`src/uart_pkg.sv`:
```
package uart_pkg;

  // width of the NCO increment and accumulator
  parameter int NcoWidth = 16;

  // register byte addresses on the APB port
  typedef enum logic [7:0] {
    CTRL        = 8'h00,
    STATUS      = 8'h04,
    WDATA       = 8'h08,
    RDATA       = 8'h0C,
    FIFO_CTRL   = 8'h10,
    INTR_STATE  = 8'h14,
    INTR_ENABLE = 8'h18,
    FIFO_STATUS = 8'h1C
  } uart_reg_e;

  typedef enum logic [1:0] {
    TX_IDLE,
    TX_START,
    TX_DATA,
    TX_STOP
  } tx_state_e;

  typedef enum logic [1:0] {
    RX_IDLE,
    RX_START,
    RX_DATA,
    RX_STOP
  } rx_state_e;

  // bit positions in INTR_STATE and INTR_ENABLE
  parameter int IntrTxEmpty = 0;
  parameter int IntrRxWmark = 1;
  parameter int IntrRxOvf   = 2;
  parameter int IntrRxFrame = 3;
  parameter int NumIntr     = 4;

endpackage
```
`src/uart_stat_if.sv`:
```
`timescale 1ns/1ps

interface uart_stat_if #(
  parameter int FifoDepth = 8
);

  localparam int LvlW = $clog2(FifoDepth) + 1;

  // RX FIFO head
  logic [7:0]      rx_rdata;
  logic            rx_valid;

  logic            tx_full;
  logic            rx_full;
  logic [LvlW-1:0] tx_level;
  logic [LvlW-1:0] rx_level;

  // line status, tx_idle also covers an empty TX FIFO
  logic            tx_idle;
  logic            rx_idle;
  logic            tx_busy;

  // receive engine events
  logic            rx_push;
  logic            rx_frame_err;

  modport core (
    output rx_rdata, rx_valid, tx_full, rx_full, tx_level, rx_level,
           tx_idle, rx_idle, tx_busy, rx_push, rx_frame_err
  );

  modport dec (
    input rx_rdata, rx_valid, tx_full, rx_full, tx_level, rx_level, tx_idle, rx_idle
  );

  modport irq (
    input rx_valid, rx_full, tx_idle, tx_busy, rx_push, rx_frame_err
  );

endinterface

```
`src/uart_ctrl_if.sv`:
```
`timescale 1ns/1ps

interface uart_ctrl_if;

  // static configuration from CTRL
  logic        tx_en;
  logic        rx_en;
  logic        sys_lpbk;
  logic [15:0] nco;

  // single-cycle FIFO commands
  logic        tx_push;
  logic [7:0]  tx_wdata;
  logic        rx_pop;
  logic        tx_clr;
  logic        rx_clr;

  modport dec (
    output tx_en, rx_en, sys_lpbk, nco, tx_push, tx_wdata, rx_pop, tx_clr, rx_clr
  );

  modport core (
    input tx_en, rx_en, sys_lpbk, nco, tx_push, tx_wdata, rx_pop, tx_clr, rx_clr
  );

endinterface

```
`src/uart_top.sv`:
```
`timescale 1ns/1ps

module uart_top import uart_pkg::*; #(
  parameter int FifoDepth = 8
) (
  input  logic        clk_i,
  input  logic        rst_ni,
  // APB slave
  input  logic [7:0]  paddr_i,
  input  logic        psel_i,
  input  logic        penable_i,
  input  logic        pwrite_i,
  input  logic [31:0] pwdata_i,
  output logic [31:0] prdata_o,
  output logic        pready_o,
  output logic        pslverr_o,
  // serial line and interrupt
  input  logic        rx_i,
  output logic        tx_o,
  output logic        intr_o
);

  logic [NumIntr-1:0] intr_state;
  logic [NumIntr-1:0] intr_enable;
  logic [NumIntr-1:0] intr_clr;

  uart_ctrl_if ctrl_if ();
  uart_stat_if #(.FifoDepth(FifoDepth)) stat_if ();

  uart_reg_decode #(
    .FifoDepth(FifoDepth)
  ) u_decode (
    .clk_i,
    .rst_ni,
    .paddr_i,
    .psel_i,
    .penable_i,
    .pwrite_i,
    .pwdata_i,
    .prdata_o,
    .pready_o,
    .pslverr_o,
    .ctrl         (ctrl_if.dec),
    .stat         (stat_if.dec),
    .intr_state_i (intr_state),
    .intr_enable_o(intr_enable),
    .intr_clr_o   (intr_clr)
  );

  uart_core #(
    .FifoDepth(FifoDepth)
  ) u_core (
    .clk_i,
    .rst_ni,
    .rx_i,
    .tx_o,
    .ctrl(ctrl_if.core),
    .stat(stat_if.core)
  );

  uart_irq u_irq (
    .clk_i,
    .rst_ni,
    .stat         (stat_if.irq),
    .intr_enable_i(intr_enable),
    .intr_clr_i   (intr_clr),
    .intr_state_o (intr_state),
    .intr_o
  );

endmodule

```
`src/uart_reg_decode.sv`:
```
`timescale 1ns/1ps

module uart_reg_decode import uart_pkg::*; #(
  parameter int FifoDepth = 8
) (
  input  logic               clk_i,
  input  logic               rst_ni,
  input  logic [7:0]         paddr_i,
  input  logic               psel_i,
  input  logic               penable_i,
  input  logic               pwrite_i,
  input  logic [31:0]        pwdata_i,
  output logic [31:0]        prdata_o,
  output logic               pready_o,
  output logic               pslverr_o,
  uart_ctrl_if.dec           ctrl,
  uart_stat_if.dec           stat,
  input  logic [NumIntr-1:0] intr_state_i,
  output logic [NumIntr-1:0] intr_enable_o,
  output logic [NumIntr-1:0] intr_clr_o
);

  localparam int LvlW = $clog2(FifoDepth) + 1;

  uart_reg_e          reg_addr;
  logic               access;
  logic               wr_en;
  logic               rd_en;
  logic               mapped;
  logic               tx_en_q;
  logic               rx_en_q;
  logic               lpbk_q;
  logic [15:0]        nco_q;
  logic [NumIntr-1:0] intr_en_q;

  assign reg_addr = uart_reg_e'(paddr_i);

  // transfers complete in the access phase, no wait states
  assign access   = psel_i & penable_i;
  assign wr_en    = access & pwrite_i;
  assign rd_en    = access & ~pwrite_i;
  assign pready_o = 1'b1;

  //////////////////////////////////////////////////////////////////////
  // register storage
  //////////////////////////////////////////////////////////////////////

  always_ff @(posedge clk_i or negedge rst_ni) begin
    if (!rst_ni) begin
      tx_en_q   <= 1'b0;
      rx_en_q   <= 1'b0;
      lpbk_q    <= 1'b0;
      nco_q     <= '0;
      intr_en_q <= '0;
    end else if (wr_en) begin
      if (reg_addr == CTRL) begin
        tx_en_q <= pwdata_i[0];
        rx_en_q <= pwdata_i[1];
        lpbk_q  <= pwdata_i[2];
        nco_q   <= pwdata_i[31:16];
      end
      if (reg_addr == INTR_ENABLE) begin
        intr_en_q <= pwdata_i[NumIntr-1:0];
      end
    end
  end

  assign ctrl.tx_en     = tx_en_q;
  assign ctrl.rx_en     = rx_en_q;
  assign ctrl.sys_lpbk  = lpbk_q;
  assign ctrl.nco       = nco_q;
  assign intr_enable_o  = intr_en_q;

  //////////////////////////////////////////////////////////////////////
  // command pulses
  //////////////////////////////////////////////////////////////////////

  // a write into a full TX FIFO is dropped and flagged below
  assign ctrl.tx_push  = wr_en & (reg_addr == WDATA) & ~stat.tx_full;
  assign ctrl.tx_wdata = pwdata_i[7:0];
  assign ctrl.rx_pop   = rd_en & (reg_addr == RDATA);
  assign ctrl.rx_clr   = wr_en & (reg_addr == FIFO_CTRL) & pwdata_i[0];
  assign ctrl.tx_clr   = wr_en & (reg_addr == FIFO_CTRL) & pwdata_i[1];
  assign intr_clr_o    = (wr_en && reg_addr == INTR_STATE) ? pwdata_i[NumIntr-1:0] : '0;

  // read mux, write-only registers read as zero
  always_comb begin
    mapped   = 1'b1;
    prdata_o = '0;
    case (reg_addr)
      CTRL:        prdata_o = {nco_q, 13'b0, lpbk_q, rx_en_q, tx_en_q};
      STATUS:      prdata_o = {26'b0, stat.rx_idle, stat.tx_idle, ~stat.rx_valid,
                               stat.tx_level == '0, stat.rx_full, stat.tx_full};
      RDATA:       prdata_o = {24'b0, stat.rx_valid ? stat.rx_rdata : 8'h00};
      INTR_STATE:  prdata_o = {{(32-NumIntr){1'b0}}, intr_state_i};
      INTR_ENABLE: prdata_o = {{(32-NumIntr){1'b0}}, intr_en_q};
      FIFO_STATUS: prdata_o = {8'h00, {(8-LvlW){1'b0}}, stat.rx_level,
                               8'h00, {(8-LvlW){1'b0}}, stat.tx_level};
      WDATA,
      FIFO_CTRL:   prdata_o = '0;
      default:     mapped = 1'b0;
    endcase
  end

  assign pslverr_o = access & (~mapped | (pwrite_i & (reg_addr == WDATA) & stat.tx_full));

  // the master must not raise penable outside a selected transfer
  a_penable_psel: assert property (@(posedge clk_i) disable iff (!rst_ni)
    penable_i |-> psel_i)
    else $error("[FAIL] %0t penable_i high without psel_i", $time);

endmodule

```
`src/uart_core.sv`:
```
`timescale 1ns/1ps

module uart_core import uart_pkg::*; #(
  parameter int FifoDepth = 8
) (
  input  logic       clk_i,
  input  logic       rst_ni,
  input  logic       rx_i,
  output logic       tx_o,
  uart_ctrl_if.core  ctrl,
  uart_stat_if.core  stat
);

  logic [NcoWidth:0] nco_sum_q;
  logic              tick;
  logic [1:0]        rx_sync_q;
  logic              rx_line;
  logic              tx_bit;
  logic              tx_q;
  logic [7:0]        tx_head;
  logic              tx_head_valid;
  logic              tx_start;
  logic              tx_eng_idle;
  logic [7:0]        rx_byte;

  //////////////////////////////////////////////////////////////////////
  // baud generator, one tick per carry at 16x the bit rate
  //////////////////////////////////////////////////////////////////////

  always_ff @(posedge clk_i or negedge rst_ni) begin
    if (!rst_ni) begin
      nco_sum_q <= '0;
    end else if (ctrl.tx_en || ctrl.rx_en) begin
      nco_sum_q <= {1'b0, nco_sum_q[NcoWidth-1:0]} + {1'b0, ctrl.nco};
    end
  end

  assign tick = nco_sum_q[NcoWidth];

  //////////////////////////////////////////////////////////////////////
  // transmit path
  //////////////////////////////////////////////////////////////////////

  // take the next byte as soon as the engine is free
  assign tx_start = tx_eng_idle & ctrl.tx_en & tx_head_valid;

  uart_fifo #(.FifoDepth(FifoDepth)) u_tx_fifo (
    .clk_i,
    .rst_ni,
    .clr_i  (ctrl.tx_clr),
    .push_i (ctrl.tx_push),
    .data_i (ctrl.tx_wdata),
    .pop_i  (tx_start),
    .data_o (tx_head),
    .valid_o(tx_head_valid),
    .full_o (stat.tx_full),
    .level_o(stat.tx_level)
  );

  uart_tx u_tx (
    .clk_i,
    .rst_ni,
    .tick_i (tick),
    .start_i(tx_start),
    .data_i (tx_head),
    .idle_o (tx_eng_idle),
    .bit_o  (tx_bit)
  );

  assign stat.tx_idle = tx_eng_idle & ~tx_head_valid;
  assign stat.tx_busy = ~tx_eng_idle;

  // line held at mark while looped back internally
  always_ff @(posedge clk_i or negedge rst_ni) begin
    if (!rst_ni) begin
      tx_q <= 1'b1;
    end else begin
      tx_q <= ctrl.sys_lpbk | tx_bit;
    end
  end

  assign tx_o = tx_q;

  //////////////////////////////////////////////////////////////////////
  // receive path
  //////////////////////////////////////////////////////////////////////

  always_ff @(posedge clk_i or negedge rst_ni) begin
    if (!rst_ni) begin
      rx_sync_q <= 2'b11;
    end else begin
      rx_sync_q <= {rx_sync_q[0], rx_i};
    end
  end

  assign rx_line = ctrl.sys_lpbk ? tx_bit : rx_sync_q[1];

  uart_rx u_rx (
    .clk_i,
    .rst_ni,
    .en_i       (ctrl.rx_en),
    .tick_i     (tick),
    .line_i     (rx_line),
    .valid_o    (stat.rx_push),
    .frame_err_o(stat.rx_frame_err),
    .data_o     (rx_byte),
    .idle_o     (stat.rx_idle)
  );

  // a push into a full FIFO is dropped there and counts as overflow
  uart_fifo #(.FifoDepth(FifoDepth)) u_rx_fifo (
    .clk_i,
    .rst_ni,
    .clr_i  (ctrl.rx_clr),
    .push_i (stat.rx_push),
    .data_i (rx_byte),
    .pop_i  (ctrl.rx_pop),
    .data_o (stat.rx_rdata),
    .valid_o(stat.rx_valid),
    .full_o (stat.rx_full),
    .level_o(stat.rx_level)
  );

endmodule

```
`src/uart_irq.sv`:
```
`timescale 1ns/1ps

module uart_irq import uart_pkg::*; (
  input  logic               clk_i,
  input  logic               rst_ni,
  uart_stat_if.irq           stat,
  input  logic [NumIntr-1:0] intr_enable_i,
  input  logic [NumIntr-1:0] intr_clr_i,
  output logic [NumIntr-1:0] intr_state_o,
  output logic               intr_o
);

  logic [NumIntr-1:0] event_d;
  logic [NumIntr-1:0] state_q;
  logic               tx_busy_q;
  logic               rx_valid_q;

  // tx_empty waits for the last frame to finish, not for the FIFO pop
  assign event_d[IntrTxEmpty] = stat.tx_idle & tx_busy_q;
  assign event_d[IntrRxWmark] = stat.rx_valid & ~rx_valid_q;
  assign event_d[IntrRxOvf]   = stat.rx_push & stat.rx_full;
  assign event_d[IntrRxFrame] = stat.rx_frame_err;

  // a new event wins over a clear in the same cycle
  always_ff @(posedge clk_i or negedge rst_ni) begin
    if (!rst_ni) begin
      state_q    <= '0;
      tx_busy_q  <= 1'b0;
      rx_valid_q <= 1'b0;
    end else begin
      state_q    <= (state_q & ~intr_clr_i) | event_d;
      tx_busy_q  <= stat.tx_busy;
      rx_valid_q <= stat.rx_valid;
    end
  end

  assign intr_state_o = state_q;
  assign intr_o       = |(state_q & intr_enable_i);

endmodule

```
`src/uart_rx.sv`:
```
`timescale 1ns/1ps

module uart_rx import uart_pkg::*; (
  input  logic       clk_i,
  input  logic       rst_ni,
  input  logic       en_i,
  input  logic       tick_i,
  input  logic       line_i,
  output logic       valid_o,
  output logic       frame_err_o,
  output logic [7:0] data_o,
  output logic       idle_o
);

  rx_state_e  state_q;
  logic [3:0] tick_cnt_q;
  logic [2:0] bit_cnt_q;
  logic [7:0] shift_q;
  logic       line_q;
  logic       mid_bit;

  assign idle_o  = (state_q == RX_IDLE);
  assign data_o  = shift_q;

  // tick count restarts at the start edge, so tick 8 lands mid-bit
  assign mid_bit = tick_i & (tick_cnt_q == 4'd7);

  always_ff @(posedge clk_i) begin
    if (mid_bit && state_q == RX_DATA) begin
      shift_q <= {line_i, shift_q[7:1]};
    end
  end

  always_ff @(posedge clk_i or negedge rst_ni) begin
    if (!rst_ni) begin
      state_q     <= RX_IDLE;
      tick_cnt_q  <= '0;
      bit_cnt_q   <= '0;
      line_q      <= 1'b1;
      valid_o     <= 1'b0;
      frame_err_o <= 1'b0;
    end else begin
      line_q      <= line_i;
      valid_o     <= 1'b0;
      frame_err_o <= 1'b0;
      if (!en_i) begin
        state_q <= RX_IDLE;
      end else if (state_q == RX_IDLE) begin
        tick_cnt_q <= '0;
        bit_cnt_q  <= '0;
        // falling edge only, a line stuck low after a bad stop bit is ignored
        if (line_q && !line_i) begin
          state_q <= RX_START;
        end
      end else if (tick_i) begin
        tick_cnt_q <= tick_cnt_q + 4'd1;
        if (mid_bit) begin
          case (state_q)
            RX_START: begin
              if (line_i) begin
                state_q <= RX_IDLE;
              end
            end
            RX_STOP: begin
              valid_o     <= line_i;
              frame_err_o <= ~line_i;
              state_q     <= RX_IDLE;
            end
            default: ;
          endcase
        end
        if (tick_cnt_q == 4'hf) begin
          case (state_q)
            RX_START: state_q <= RX_DATA;
            RX_DATA: begin
              bit_cnt_q <= bit_cnt_q + 3'd1;
              if (bit_cnt_q == 3'd7) begin
                state_q <= RX_STOP;
              end
            end
            default: ;
          endcase
        end
      end
    end
  end

endmodule

```
`src/uart_tx.sv`:
```
`timescale 1ns/1ps

module uart_tx import uart_pkg::*; (
  input  logic       clk_i,
  input  logic       rst_ni,
  input  logic       tick_i,
  input  logic       start_i,
  input  logic [7:0] data_i,
  output logic       idle_o,
  output logic       bit_o
);

  tx_state_e  state_q;
  logic [7:0] shift_q;
  logic [3:0] tick_cnt_q;
  logic [2:0] bit_cnt_q;
  logic       bit_q;

  assign idle_o = (state_q == TX_IDLE);
  assign bit_o  = bit_q;

  // byte loaded on start, shifted out LSB first
  always_ff @(posedge clk_i) begin
    if (start_i) begin
      shift_q <= data_i;
    end else if (tick_i && state_q == TX_DATA && tick_cnt_q == 4'hf) begin
      shift_q <= {1'b0, shift_q[7:1]};
    end
  end

  // each bit starts on tick 0 and lasts 16 ticks
  always_ff @(posedge clk_i or negedge rst_ni) begin
    if (!rst_ni) begin
      state_q    <= TX_IDLE;
      tick_cnt_q <= '0;
      bit_cnt_q  <= '0;
      bit_q      <= 1'b1;
    end else if (state_q == TX_IDLE) begin
      tick_cnt_q <= '0;
      bit_cnt_q  <= '0;
      if (start_i) begin
        state_q <= TX_START;
      end
    end else if (tick_i) begin
      tick_cnt_q <= tick_cnt_q + 4'd1;
      if (tick_cnt_q == 4'd0) begin
        case (state_q)
          TX_START: bit_q <= 1'b0;
          TX_DATA:  bit_q <= shift_q[0];
          default:  bit_q <= 1'b1;
        endcase
      end
      if (tick_cnt_q == 4'hf) begin
        case (state_q)
          TX_START: state_q <= TX_DATA;
          TX_DATA: begin
            bit_cnt_q <= bit_cnt_q + 3'd1;
            if (bit_cnt_q == 3'd7) begin
              state_q <= TX_STOP;
            end
          end
          default:  state_q <= TX_IDLE;
        endcase
      end
    end
  end

  a_start_when_idle: assert property (@(posedge clk_i) disable iff (!rst_ni)
    start_i |-> idle_o)
    else $error("[FAIL] %0t transmit start while a frame is in progress", $time);

endmodule

```
`src/uart_fifo.sv`:
```
`timescale 1ns/1ps

module uart_fifo import uart_pkg::*; #(
  parameter int FifoDepth = 8
) (
  input  logic                         clk_i,
  input  logic                         rst_ni,
  input  logic                         clr_i,
  input  logic                         push_i,
  input  logic [7:0]                   data_i,
  input  logic                         pop_i,
  output logic [7:0]                   data_o,
  output logic                         valid_o,
  output logic                         full_o,
  output logic [$clog2(FifoDepth):0]   level_o
);

  localparam int AddrW = $clog2(FifoDepth);
  localparam int LvlW  = AddrW + 1;

  logic [7:0]       mem_q [FifoDepth];
  logic [AddrW-1:0] wptr_q;
  logic [AddrW-1:0] rptr_q;
  logic [LvlW-1:0]  level_q;
  logic             do_push;
  logic             do_pop;

  assign full_o  = (level_q == LvlW'(FifoDepth));
  assign valid_o = (level_q != '0);
  assign level_o = level_q;
  assign data_o  = mem_q[rptr_q];

  assign do_push = push_i & ~full_o;
  assign do_pop  = pop_i & valid_o;

  always_ff @(posedge clk_i) begin
    if (do_push) begin
      mem_q[wptr_q] <= data_i;
    end
  end

  // pointers wrap on their own since the depth is a power of two
  always_ff @(posedge clk_i or negedge rst_ni) begin
    if (!rst_ni) begin
      wptr_q  <= '0;
      rptr_q  <= '0;
      level_q <= '0;
    end else if (clr_i) begin
      wptr_q  <= '0;
      rptr_q  <= '0;
      level_q <= '0;
    end else begin
      if (do_push) begin
        wptr_q <= wptr_q + 1'b1;
      end
      if (do_pop) begin
        rptr_q <= rptr_q + 1'b1;
      end
      level_q <= level_q + LvlW'(do_push) - LvlW'(do_pop);
    end
  end

  // level stays within the depth and in step with the pointer distance
  a_no_push_when_full: assert property (@(posedge clk_i) disable iff (!rst_ni)
    level_q <= LvlW'(FifoDepth) && (wptr_q - rptr_q) == level_q[AddrW-1:0])
    else $error("[FAIL] %0t FIFO level out of step with its pointers", $time);

endmodule

```
`config.mk`:
```
export PLATFORM = sky130hd
export DESIGN_NAME = uart_top
export DESIGN_NICKNAME = d
export VERILOG_FILES = /design/src/uart_pkg.sv /design/src/uart_stat_if.sv /design/src/uart_ctrl_if.sv /design/src/uart_top.sv /design/src/uart_reg_decode.sv /design/src/uart_core.sv /design/src/uart_irq.sv /design/src/uart_rx.sv /design/src/uart_tx.sv /design/src/uart_fifo.sv
export SDC_FILE = /design/constraint.sdc
export NUM_CORES = 1
export LEC_CHECK = 0
export BUFFER_PORTS_ARGS = -buffer_cell sky130_fd_sc_hd__clkbuf_2
export CAP_MARGIN = 20
export CORE_MARGIN = 1
export CORE_UTILIZATION = 60
export CTS_CLUSTER_DIAMETER = 200
export DETAILED_ROUTE_END_ITERATION = 8
export GPL_TIMING_DRIVEN = 0
export PLACE_DENSITY = 0.85
export RECOVER_POWER = 100
export SLEW_MARGIN = 10
export SYNTH_ARGS = -nofsm -noshare
export SYNTH_HDL_FRONTEND = slang
export SYNTH_SLANG_ARGS = --single-unit
```
`constraint.sdc`:
```
create_clock -name clk_i -period 4.2 [get_ports clk_i]
set_input_delay 0.21 -clock clk_i [delete_from_list [all_inputs] [get_ports clk_i]]
set_output_delay 0.21 -clock clk_i [all_outputs]
set_load 0.05 [all_outputs]
```
# After elaboration in Yosys (flattened, before gate mapping)
# Memory sizes are Yosys's and may differ from the RTL's.
# Index checks and enable logic that the tools add are counted.
[classes] addsub=13 n_eq_ne=23 muxes=60 bitwise=38 reduce_logical=35
[ops] operator="32-bit one-hot mux with 6 select lines" count=1
[ops] operator="3-bit two-way mux" count=16
[ops] operator="8-bit by 5-bit equality test with 1-bit output, second input constant" count=4
[ops] operator="4-bit two-way mux" count=7
[ops] operator="2-bit two-way mux" count=13
[ops] operator="8-bit two-way mux" count=3
[ops] operator="1-bit bitwise AND" count=23
[ops] operator="2-bit nonzero test" count=11
[ops] operator="3-bit by 1-bit adder with 3-bit output, second input constant" count=6
[ops] operator="16-bit by 16-bit adder with 17-bit output" count=1
[ops] operator="4-bit equality test, second input constant" count=4
[ops] operator="8-bit by 4-bit equality test with 1-bit output, second input constant" count=2
[ops] operator="1-bit two-way mux" count=16
[ops] operator="2-bit one-hot mux with 2 select lines" count=3
[ops] operator="1-bit NOT" count=9
[ops] operator="4-bit by 1-bit adder with 4-bit output" count=2
[ops] operator="4-bit by 1-bit adder with 4-bit output, second input constant" count=2
[ops] operator="4-bit bitwise AND" count=2
[ops] operator="8-bit by 3-bit equality test with 1-bit output, second input constant" count=1
[ops] operator="4-bit zero test" count=2
[ops] operator="8-bit zero test" count=1
[ops] operator="2-bit AND reduction" count=4
[ops] operator="4-bit AND reduction" count=2
[ops] operator="4-bit nonzero test" count=2
[ops] operator="19 further kinds" count=32
[totals] reg_bits=107 mem_bits_rw=128 out_inout_bits=36 word_cells=200 n_memories=2
[memory_table] memory="u_core.u_rx_fifo.mem_q" words=8 word_bits=8 read_ports=1 rd_clocked_by_memory_dff=0 write_ports=1 line="uart_fifo.sv:21" text="logic [7:0] mem_q [FifoDepth];"
[memory_table] memory="u_core.u_tx_fifo.mem_q" words=8 word_bits=8 read_ports=1 rd_clocked_by_memory_dff=0 write_ports=1 line="uart_fifo.sv:21"

# Logic depth before layout (Yosys ltp)
[logic_depth] depth_word=10 mapped_depth=13 depth_no_buf=13

# Hierarchy
# From an unflattened synthesis, not the netlist that was laid out.
[hier_totals] cells_unflattened=821 hier_area_um2=11497.3
[by_module_without_submodules] module="uart_fifo (u_core.u_tx_fifo)" n_inst=1 cells_per_inst=168 area_each_um2=3126.7
[by_module_without_submodules] module="uart_fifo (u_core.u_rx_fifo)" n_inst=1 cells_per_inst=168 area_each_um2=3125.5
[by_module_without_submodules] module="uart_reg_decode" n_inst=1 cells_per_inst=145 area_each_um2=1581.5
[by_module_without_submodules] module="uart_core" n_inst=1 cells_per_inst=160 area_each_um2=1497.7
[by_module_without_submodules] module="uart_rx" n_inst=1 cells_per_inst=86 area_each_um2=1018.5
[by_module_without_submodules] module="uart_tx" n_inst=1 cells_per_inst=74 area_each_um2=928.4
[by_module_without_submodules] module="uart_irq" n_inst=1 cells_per_inst=20 area_each_um2=219.0

# Worst setup path before layout
# OpenSTA, ideal clock, no wires.
[synth_timing] kind="register to register" startpoint="register u_core.u_tx_fifo.level_q[2] (netlist: u_core.u_tx_fifo.level_o[2])" endpoint="register u_core.u_tx_fifo.level_q[2] (netlist: u_core.u_tx_fifo.level_o[2])" setup_ns=0.132 arrival_time_ns=2.499 slack_ns=1.569 stages_incl_launch_ff=12 period_less_slack_ns=2.631 cell_sequence="dfrtp_1 inv_1 ha_1 or3b_2 and3_1 clkbuf_1 ha_1 inv_1 ha_1 fa_1 xnor2_1 nor2_1"
[synth_between] elab_chain_len=7 elab_cells_between_ends=10
[synth_rtl] element="start, declared" line="uart_fifo.sv:24" text="logic [LvlW-1:0] level_q;"
[synth_rtl] element="start signal, assigned" line="uart_fifo.sv:59" text="level_q <= level_q + LvlW'(do_push) - LvlW'(do_pop);"
[synth_rtl] element="4-bit equality test" line="uart_fifo.sv:28" text="assign full_o = (level_q == LvlW'(FifoDepth));"
[synth_rtl] element="1-bit NOT" line="uart_reg_decode.sv:79, uart_fifo.sv:33"
[synth_rtl] element="1-bit bitwise AND" line="uart_reg_decode.sv:79" text="assign ctrl.tx_push = wr_en & (reg_addr == WDATA) & ~stat.tx_full;"
[synth_rtl] element="1-bit bitwise AND" line="uart_fifo.sv:33" text="assign do_push = push_i & ~full_o;"
[synth_rtl] element="4-bit by 1-bit adder with 4-bit output" line="uart_fifo.sv:59"
[synth_rtl] element="4-bit by 1-bit subtractor with 4-bit output (*)" line="uart_fifo.sv:59"
[synth_rtl] element="4-bit two-way mux (*)" line="uart_fifo.sv:48" text="end else if (clr_i) begin"
# Mark *: on every way between the ends. The rest lies on a longest branch, timed or not.
# A chain may end at the register's enable or synchronous reset.

# Worst setup path after layout
[layout_timing] startpoint="input port paddr_i[2]" endpoint="output port prdata_o[26]"
[layout_between] elab_chain_len=2 elab_cells_between_ends=7
[layout_rtl] element="start, declared" line="uart_top.sv:9" text="input logic [7:0] paddr_i,"
[layout_rtl] element="8-bit by 5-bit equality test with 1-bit output (tied with other cells)" line="uart_reg_decode.sv:90" text="case (reg_addr)"
[layout_rtl] element="32-bit one-hot mux with 6 select lines (*)" line="uart_reg_decode.sv:90"
[layout_rtl] element="end, declared" line="uart_top.sv:14" text="output logic [31:0] prdata_o,"
# Marks and branches as above.

==> PnR_summary.wiki <==
{| class="wikitable"
! Metric !! Value
|-
| Total routing usage reported by global routing || 0.261
|-
| Data required time of the critical path || approximately 4.0 ns
|-
| Worst-path cell chain || clkbuf_1 > nor4_1 > nand2b_1 > nor4_4 > clkbuf_1 > and2_1 > clkbuf_1
|-
| Antenna viol nets, final || 0
|-
| CTS tree || yes
|-
| DP HPWL || 15900 um
|-
| Sum Neg Setup Slack || 0 ns
|-
| Mean routed wirelength per cell || 20.2 um
|-
| Class of the tightest hold or removal check || input port to register
|-
| DRC viols || 0
|-
| Crit Reg-Reg Startpoint || u_core.u_rx_fifo.level_o[2]
|-
| Number of max-cap violations || 1
|-
| Number of antenna repair diodes || 0
|-
| Top routing layer used || met4
|-
| Count of vias placed by the detailed router || about 7k
|-
| Switching portion of total power || 0.269
|-
| Highest cell delay on the worst timing path || approximately 0.84 ns
|-
| Count of input and output buffers || 63
|-
| Final hold violation count || 0
|-
| Number of sinks handled by clock tree synthesis || ~240
|-
| Commonest non-fill, non-tap cells in the layout || sky130_fd_sc_hd__edfxtp_1 (144), sky130_fd_sc_hd__dfrtp_1 (86), sky130_fd_sc_hd__nor2_1 (72), sky130_fd_sc_hd__clkbuf_1 (70), sky130_fd_sc_hd__nand2_1 (55)
|-
| Critical path peak fanout || 10
|-
| Leakage power || between 4 and 5 nW
|-
| Post-synthesis instance area || 11000 um2
|-
| NetSw || between 1.5 and 2 mW
|-
| Final routed wirelength across all metal layers || 23900 um
|-
| Remaining global-route overflow || 0
|-
| IR drop worst, VDD || 0.440 mV
|-
| Number of instances resized during post-cts repair || 0
|-
| FFs w/ async S/R, synth || 0.387
|-
| Metal-1 WL || 9460 um
|-
| Sequential share of power || 0.464
|-
| Number of failing setup endpoints in the final timing report || 0
|-
| Int Pwr || 4.27 mW
|-
| Classification of the worst setup path || input port to output pin
|-
| Hold Startpoint || pwdata_i[3]
|-
| Critical Path Source Type || input port
|-
| Number of antenna violations at the first check in global routing || 0
|-
| DP Cell Count || 1117
|-
| Mean instance size in the synthesized netlist || around 14 um2
|-
| Row Count || 49
|-
| Crit path setup slack, layout || approximately 0.69 ns
|-
| Area used by multi-input combinational logic || 4070 um2
|-
| Full die area || between 15000 and 20000 um2
|-
| Fmax || about 290 MHz
|-
| Worst clock skew || 0.00935 ns
|-
| Layout Area Growth over Synthesis || 13.5%
|-
| Layout cell share with drive strength beyond 1 || 0.149
|-
| Sequential-to-total area share from yosys stat || 0.599
|-
| Fill cell total of the finished layout || about 1.2k
|-
| Die extent in x || between 100 and 150 um
|-
| 1st-iter DRT viols || 539
|-
| Buffering stage count on the worst path with inverters included || 3
|-
| Count of cell types in the netlist || 68
|-
| Post-Place Worst Slack || about 1.1 ns
|-
| Clock latency on the worst-skew pair || about 0.50 ns
|-
| Violated checks || capacitance limit, slew limit
|-
| First element of the critical path || paddr_i[2]
|-
| Met3 layer wire length in the routed design || ~1900 um
|-
| Total Nets Final || around 1.0k
|-
| Final slew viol count || 34
|-
| Total length of routed met2 wires || between 10000 and 15000 um
|-
| Number of cells in the finished layout apart from fillers || 1180
|-
| Number of search-and-repair iterations in the first detailed-routing pass || 5
|-
| Starting Density || 0.614
|-
| Arrival time worst endpoint || between 3 and 4 ns
|-
| FF+latch area || about 6600 um2
|-
| Overall die height || around 140 um
|-
| Relative slew slack || -0.214
|-
| Part of the total power dissipated in combinational logic || 0.190
|-
| Post-synth EDFFs || 144
|-
| Pwr Density || around 470 nW/um2
|-
| H-tree depth reported by CTS || 1
|-
| Sort of element at the end of the critical path || output pin
|-
| Reg clk slew, reported paths || 0.06 ns
|-
| Root buffer selected by CTS || sky130_fd_sc_hd__clkbuf_16
|-
| Num CTS Buffers || 23
|-
| Actual slew at the worst max-slew pin || between 1.5 and 2 ns
|-
| Pin count of the biggest net entering global routing || 60
|-
| Number of global-route vias before repair || between 6k and 7k
|-
| Top delay family on crit path || simple AND/OR/NAND/NOR gates
|-
| Vias per Instance || between 5 and 6
|-
| Most common library cell in the layout ignoring fill and taps || sky130_fd_sc_hd__edfxtp_1
|-
| Cell repeated most along the worst path || sky130_fd_sc_hd__clkbuf_1
|-
| Total chip power || between 5 and 6 mW
|-
| Cells after synthesis || 813
|-
| Setup repair after global routing missed its margin || no
|-
| Flip-flop and latch count after synthesis || around 240
|-
| Min Clock Period, post-route || between 3 and 4 ns
|-
| Standard cell core area || around 18000 um2
|-
| Number of synthesis warnings || 0
|-
| Share of the clock period used by the worst path after layout || 0.835
|-
| Master of the slowest instance on the critical path || sky130_fd_sc_hd__nor4_1
|-
| Wire length of the first global-routing pass || between 30000 and 40000 um
|-
| GP Congestion || about 0.87
|-
| Run status || complete, but fails checks
|-
| Most frequently used flop master after synthesis || sky130_fd_sc_hd__edfxtp_1
|-
| Maximum clock path buffer count || 3
|-
| Fraction of power consumed by the clock network || 0.347
|-
| I/O pin total || between 80 and 90
|}
## cell usage after synthesis, types with 3 or more instances
cell type	instances	area, um2
sky130_fd_sc_hd__o31ai_1	3	22.5
sky130_fd_sc_hd__and3_1	7	43.8
sky130_fd_sc_hd__inv_1	30	113
sky130_fd_sc_hd__buf_2	5	25.0
sky130_fd_sc_hd__nand4_1	4	25.0
sky130_fd_sc_hd__o22ai_1	3	18.8
sky130_fd_sc_hd__or2_2	3	18.8
sky130_fd_sc_hd__o211ai_1	4	30.0
sky130_fd_sc_hd__a22o_1	9	78.8
sky130_fd_sc_hd__mux4_2	32	721
sky130_fd_sc_hd__nor3_1	12	60.1
sky130_fd_sc_hd__and2_1	19	119
sky130_fd_sc_hd__nand3_1	12	60.1
sky130_fd_sc_hd__a21o_1	9	67.6
sky130_fd_sc_hd__fa_1	3	60.1
sky130_fd_sc_hd__o21bai_1	3	22.5
sky130_fd_sc_hd__o2bb2ai_1	9	78.8
sky130_fd_sc_hd__ha_1	48	601
sky130_fd_sc_hd__nor3b_1	3	22.5
sky130_fd_sc_hd__mux2_2	24	270
sky130_fd_sc_hd__nand2_1	55	206
sky130_fd_sc_hd__o21ai_0	16	80.1
sky130_fd_sc_hd__nor2b_1	11	68.8
sky130_fd_sc_hd__xor2_1	9	78.8
sky130_fd_sc_hd__clkbuf_1	21	78.8
sky130_fd_sc_hd__nand2b_1	13	81.3
sky130_fd_sc_hd__a22oi_1	6	45.0
sky130_fd_sc_hd__mux2i_1	26	260
sky130_fd_sc_hd__nor2_1	72	270
sky130_fd_sc_hd__dfstp_2	5	131
sky130_fd_sc_hd__edfxtp_1	144	4320
sky130_fd_sc_hd__a21oi_1	38	190
sky130_fd_sc_hd__buf_4	11	82.6
sky130_fd_sc_hd__dfrtp_1	86	2150
sky130_fd_sc_hd__xnor2_1	14	123
sky130_fd_sc_hd__a31oi_1	6	37.5
## sequential cells by signal (all words and copies together), names as in the netlist, 2 cells and up
register	flops
u_core.u_rx_fifo.mem_q	64
u_core.u_tx_fifo.mem_q	64
u_core.nco_sum_q	17
u_decode.ctrl.nco	16
u_core.u_rx.data_o	8
u_core.u_tx.shift_q	8
u_core.u_rx.tick_cnt_q	4
u_core.u_rx_fifo.level_o	4
u_core.u_tx.tick_cnt_q	4
u_core.u_tx_fifo.level_o	4
u_decode.intr_enable_o	4
u_irq.intr_state_o	4
u_core.u_rx.bit_cnt_q	3
u_core.u_rx_fifo.rptr_q	3
u_core.u_rx_fifo.wptr_q	3
u_core.u_tx.bit_cnt_q	3
u_core.u_tx_fifo.rptr_q	3
u_core.u_tx_fifo.wptr_q	3
u_core.rx_sync_q	2
u_core.u_rx.state_q	2
u_core.u_tx.state_q	2
## path summary, 6_finish.rpt
path / cells after the start / end / slack [ns]
setup reg to reg: 13 / u_core.u_rx_fifo.level_o[3] / 0.91
setup / recovery: 7 / prdata_o[26] / 0.69
hold reg to reg: 0 / u_core.rx_sync_q[1] / 0.36
hold / removal: 1 / u_core.u_tx_fifo.mem_q[1][3] / 0.14
max in group asynchronous: 3 / u_core.u_rx.tick_cnt_q[1] / 1.21
min in group asynchronous: 2 / u_core.nco_sum_q[6] / 0.74
## kinds of logic (layout without fill, tap and decap cells)
group	Yosys count	count (layout)	synth area share
AO/OA/AOI/OAI	126	126	0.0791
XOR/XNOR	23	23	0.0183
adder cells (fa/ha/maj)	51	51	0.0599
buffers and inverters	70	201	0.0282
flip-flops	235	235	0.599
multiplexers	82	82	0.113
other	2	9	0.000681
AND/OR/NAND/NOR	224	224	0.102
## repair_timing
action / in CTS / in global routing
hold buffers: 22 / 0
hold endpoints to repair: 81 / 0
buffers inserted: 0 / 0
## power groups by stage
stage	combinational [mW]	sequential, mW	clock, mW
final	1.11	2.71	2.03
after global routing	1.24	2.73	2.13
after CTS	1.12	2.70	2.04
after detailed placement	1.10	2.75	0
after global placement	1.05	2.74	0
after floorplan	0.855	2.72	0
## stage by stage
step / util / hold slack [ns] / cell area, um2
2_1_floorplan: - / -0.0856 / 11100
3_3_place_gp: 0.649 / 0.298 / 11700
3_5_place_dp: 0.653 / 0.237 / 11700
4_1_cts: 0.707 / 0.0327 / 12700
5_1_grt: 0.697 / 0.153 / 12500
6_report: 0.697 / 0.140 / 12500
## cell type report
cell class | count | area share
flip-flops and latches | 235 | 0.528
multi-input cells | 515 | 0.325
well taps | 229 | 0.0229
inverters | 30 | 0.00899
repair buffers | 90 | 0.0407
plain buffers | 40 | 0.0152
clock inverters | 9 | 0.00550
clock buffers | 32 | 0.0537
## routing by layer
| metal | up-vias | global-route usage |
|---|---|---|
| met5 | - | 0 |
| met4 | 0 | 0.0891 |
| met3 | 55 | 0.0508 |
| met2 | 305 | 0.440 |
| met1 | 3438 | 0.340 |
| li1 | 3230 | - |
(Power assumes the default switching activity.)
